--- src/gnn_pkg.sv ---
package gnn_pkg;

    // graph shape
    localparam int num_nodes = 4;
    // features per node, also hidden neurons per node
    localparam int num_feat  = 4;
    localparam int num_out   = 2;

    // datapath widths, grown just enough at each stage
    localparam int feat_w    = 5;
    localparam int weight_w  = 5;
    // sum of three features
    localparam int agg_w     = 7;
    // four 7x5 products summed
    localparam int hidden_w  = 14;
    // sum of three relu outputs
    localparam int hagg_w    = 16;
    localparam int out_w     = 21;

    // agg + mac + relu + agg + output
    localparam int pipe_latency = 5;

    typedef logic signed [feat_w-1:0]   feat_t;
    typedef logic signed [weight_w-1:0] weight_t;
    typedef logic signed [agg_w-1:0]    agg_t;
    typedef logic signed [hidden_w-1:0] hidden_t;
    typedef logic signed [hagg_w-1:0]   hagg_t;
    typedef logic signed [out_w-1:0]    out_t;

    // one node, x0 in the low bits
    typedef struct packed {
        feat_t x3;
        feat_t x2;
        feat_t x1;
        feat_t x0;
    } node_feat_t;

    // whole graph, node0 in the low bits
    typedef struct packed {
        node_feat_t node3;
        node_feat_t node2;
        node_feat_t node1;
        node_feat_t node0;
    } graph_feat_t;

    // wkj is input k to neuron j
    // field order lines up with a [k][j] array view
    typedef struct packed {
        weight_t w33;
        weight_t w32;
        weight_t w31;
        weight_t w30;
        weight_t w23;
        weight_t w22;
        weight_t w21;
        weight_t w20;
        weight_t w13;
        weight_t w12;
        weight_t w11;
        weight_t w10;
        weight_t w03;
        weight_t w02;
        weight_t w01;
        weight_t w00;
    } hidden_weights_t;

    // wjm is neuron j to output m, same [j][m] layout
    typedef struct packed {
        weight_t w31;
        weight_t w30;
        weight_t w21;
        weight_t w20;
        weight_t w11;
        weight_t w10;
        weight_t w01;
        weight_t w00;
    } output_weights_t;

    typedef struct packed {
        out_t y1;
        out_t y0;
    } node_out_t;

    typedef struct packed {
        node_out_t node3;
        node_out_t node2;
        node_out_t node1;
        node_out_t node0;
    } graph_out_t;

endpackage

--- src/neighbor_aggregate.sv ---
module neighbor_aggregate
    import gnn_pkg::*;
#(
    // element width coming in
    parameter int in_w  = feat_w,
    // must be at least in_w + 2 so three terms never wrap
    parameter int out_w = agg_w
) (
    input  logic clk,
    input  logic rst_n,
    input  logic in_valid,
    input  logic signed [num_nodes-1:0][num_feat-1:0][in_w-1:0]  in_vec,
    output logic out_valid,
    output logic signed [num_nodes-1:0][num_feat-1:0][out_w-1:0] out_vec
);

    // combinational sums ahead of the register
    logic signed [num_nodes-1:0][num_feat-1:0][out_w-1:0] sum_next;

    // graph adjacency lives here only
    // node i sees every node except node 3-i
    //   node0 -> 0,1,2
    //   node1 -> 0,1,3
    //   node2 -> 0,2,3
    //   node3 -> 1,2,3
    always_comb begin
        sum_next = '0;
        for (int i = 0; i < num_nodes; i++) begin
            for (int f = 0; f < num_feat; f++) begin
                for (int n = 0; n < num_nodes; n++) begin
                    // skip the one non-neighbour
                    if (n != num_nodes - 1 - i) begin
                        // packed selects are unsigned, so re-sign both sides
                        sum_next[i][f] = $signed(sum_next[i][f]) + $signed(in_vec[n][f]);
                    end
                end
            end
        end
    end

    // data loads only with a valid graph
    always_ff @(posedge clk or negedge rst_n) begin
        if (!rst_n) begin
            out_vec <= '0;
        end else if (in_valid) begin
            out_vec <= sum_next;
        end
    end

    // valid follows input by one cycle
    always_ff @(posedge clk or negedge rst_n) begin
        if (!rst_n) begin
            out_valid <= 1'b0;
        end else begin
            out_valid <= in_valid;
        end
    end

endmodule

--- config.mk ---
export PLATFORM = sky130hd
export DESIGN_NAME = neighbor_aggregate
export DESIGN_NICKNAME = d
export VERILOG_FILES = /design/src/gnn_pkg.sv /design/src/neighbor_aggregate.sv
export SDC_FILE = /design/constraint.sdc
export NUM_CORES = 1
export LEC_CHECK = 0
export BUFFER_PORTS_ARGS = -buffer_cell sky130_fd_sc_hd__clkbuf_2
export CAP_MARGIN = 5
export CELL_PAD_IN_SITES_DETAIL_PLACEMENT = 0
export CELL_PAD_IN_SITES_GLOBAL_PLACEMENT = 2
export CORE_MARGIN = 1.5
export CORE_UTILIZATION = 25
export DETAILED_ROUTE_END_ITERATION = 10
export PLACE_DENSITY_LB_ADDON = 0.3
export SYNTH_ARGS = -nofsm -noshare
export SYNTH_HDL_FRONTEND = slang
export SYNTH_SLANG_ARGS = --single-unit
--- constraint.sdc ---
create_clock -name clk -period 1.1 [get_ports clk]
set_clock_uncertainty 0.15 [all_clocks]
set_input_delay 0.11 -clock clk [delete_from_list [all_inputs] [get_ports clk]]
set_output_delay 0.11 -clock clk [all_outputs]
set_load 0.1 [all_outputs]
==> impl_metrics.tcl <==
set metrics [dict create \
    first_iter_violations 145 \
    crit_type "input pin to flop" \
    layout-area-overhead-vs-synth_pct 90.8 \
    finalHoldViolCount 10 \
    floorplan.die_area_um2 35500 \
    clock_insertion_delay_worst_skew_ns 0.43 \
    ys_seq_elements 113 \
    route.vias.total 7248 \
    rsz0062_at_grt "yes" \
    fmax_mhz 496 \
    hold_class "input pin to flop" \
    maximum_number_of_pins_on_one_net_before_global_route_repair 44 \
    globalRouteOverflowTotal 0 \
    via_count_of_the_first_global_routing_pass 7990 \
    synthesis.nets 1014 \
    cts-root-to-sink-buffers 2 \
    root_buffer "sky130_fd_sc_hd__clkbuf_16" \
    final_max_slew_viol_count 0 \
    drv.max_cap_violation_count 0 \
    numPlacedInstances 1566 \
    total_cts_buffers 17 \
    initial_antenna_violation_count 1 \
    gp_congestion 0.843 \
    clock-sinks 113 \
    mostFrequentLayoutCell "sky130_fd_sc_hd__buf_4" \
    fp.dieW_um 189 \
    dp.final_hpwl_um 20100 \
    core_area_um2 33700 \
    synth_area_um2 8600 \
    route.detailed.drc 0 \
    io_pins 196 \
    reported_leakage_power_nw 7.26 \
    async_reset_ff_frac 1.00 \
    maxSlewHeadroom 0.708 \
    run_status "complete, but fails checks" \
    cts.hold.buffers_added 3 \
    cts_tree "built" \
    die_height_um 189 \
    tightest_slew_ns 0.439 \
    synth.distinct_cells 37 \
    min_tclk_post_route_ns 2.02 \
    fin_crit_sh 1.83 \
    crit_path_max_incr_delay_ns 0.35 \
    starting_density 0.255 \
    cp_data_required_time_ns 1.27 \
    finalSetupViolations 204 \
    fin_cells 1631 \
    std_cell_rows 67 \
    synth_cells 763 \
    antenna_left 0 \
    layout-drive-gt1-share 0.686 \
    synth_top_flop_cell "sky130_fd_sc_hd__dfrtp_1" \
    power.density_nw_per_um2 2460 \
    utilization 0.487 \
    drt_pass1_iterations 4 \
    routed_via_density 4.44 \
    insertedDiodeCount 0 \
    critPathMaxFanout 2 \
    highest_delay_cell_along_the_critical_path "sky130_fd_sc_hd__fa_2" \
    start_kind "input pin" \
    io_buffer_count 195 \
    synth.yosys.seq_area_share 0.329 \
    worst_ep_arrival_time_ns 2.18 \
    htreeDepth 4 \
    wl_per_cell_um 16.2 \
    layout.cells.most_common_list "152 x sky130_fd_sc_hd__buf_4, 127 x sky130_fd_sc_hd__buf_12, 104 x sky130_fd_sc_hd__dfrtp_2" \
    crit_chain "buf_8, ha_4, fa_2, buf_4, buf_6, xor2_2, ha_1, a21o_1, a21oi_2, xnor2_2, mux2_4" \
    synthesis_warnings 0 \
    postLayoutSetupSlackWorst_ns -0.916 \
    grt_first_pass_wirelength_um 42300 \
    irDropWorstVdd_mv 1.96 \
    syn_area_per_cell_um2 11.3 \
    wl_um 26400 \
    endpoint_kind "flop" \
    synth-edff-count 0 \
    cts.reportedPaths.clkPinSlew_ns 0.06 \
    holdWs_ns -0.0337 \
    globalRouteTotalUtil 0.153 \
    final_nets 1421 \
    violations "negative hold slack, negative setup slack" \
]
## worst max-delay path: cells and delay by family
family	cells	cell delay, ns
AOI/OAI and AO/OA	2	0.40
xor gates and xnor gates	2	0.24
adders and majority gates	3	0.84
muxes	1	0.26
buffers and inverters	3	0.35
## synthesized netlist by cell type (all sizes together), types with 5 or more instances
master / instances / share of area
fa: 60 / 0.14
o211ai: 12 / 0.010
nor2: 51 / 0.022
nand2b: 10 / 0.0073
nand2: 16 / 0.0070
a21o: 42 / 0.037
and3: 6 / 0.0044
o21ai: 22 / 0.013
o31ai: 7 / 0.0061
mux2: 61 / 0.080
a21oi: 68 / 0.048
dfrtp: 113 / 0.33
a31oi: 10 / 0.0073
nand4: 5 / 0.0036
inv: 54 / 0.024
buf: 15 / 0.0087
nor2b: 5 / 0.0036
xnor2: 52 / 0.053
ha: 108 / 0.16
a211oi: 8 / 0.0070
## state kept, by name, indices dropped and copies added, names as in the netlist
register and count:
out_vec 112, out_valid 1
## layer usage
layer / GRT usage / vias up / wire length [um]
met1: 0.190 / 3572 / 11600
met3: 0.0387 / 23 / 1230
met2: 0.258 / 146 / 13200
met4: 0.0498 / 0 / 365
li1: - / 3507 / -
met5: 0 / - / 0
## layout make-up
type / instances / area (um2)
Inverter: 54 / 203
Tap cell: 448 / 561
Timing Repair Buffer: 406 / 4930
Sequential cell: 113 / 2990
Clock buffer: 20 / 467
Multi-Input combinational cell: 578 / 7040
Clock inverter: 12 / 229
Fill cell: 3021 / 17300
## path summary, 6_finish.rpt
path / from / endpoint / slack [ns] / cells past startpoint
setup / recovery: in_vec[20] / out_vec[32] / -0.92 / 11
hold / removal: in_vec[20] / out_vec[84] / -0.03 / 4
max in group asynchronous: rst_n / out_vec[111] / 0.28 / 3
hold reg to reg: out_vec[5] / out_vec[5] / 0.37 / 2
min in group asynchronous: rst_n / out_vec[92] / 0.01 / 2
setup reg to reg: out_vec[48] / out_vec[48] / 0.01 / 3
## metrics by stage
stage | total power (W) | cell area (um2) | TNS (ns) | setup WS (ns)
after global routing | 0.0421 | 16400 | -78.84 | -1.05
after detailed placement | 0.0314 | 13800 | -99.73 | -1.40
after floorplan | 0.0217 | 9200 | -70.48 | -1.16
after global placement | 0.0313 | 13800 | -98.58 | -1.37
after CTS | 0.0397 | 15600 | -73.82 | -0.902
final | 0.0404 | 16400 | -71.26 | -0.916
## report_power, final
group          leakage [nW]  internal (W)  switching (W)
logic                  5.72        0.0111         0.0152
clock network         0.329       0.00444        0.00230
registers              1.21       0.00583        0.00155
## logic make-up after synthesis
family,synth area share
mux,0.0810
xor+xnor,0.0570
flops,0.329
fa+ha+maj,0.297
compound gates,0.143
simple gates,0.0599
buf+inv,0.0336
## repair_timing
action / 4_1_cts / 5_1_grt
endpoints found under the setup margin: 206 / 206
hold endpoints to repair: 134 / 9
setup buffers: 13 / 23
cloned: 0 / 0
pin swaps: 108 / 113
resized for setup: 152 / 177
Power figures use the tool's default switching activity.
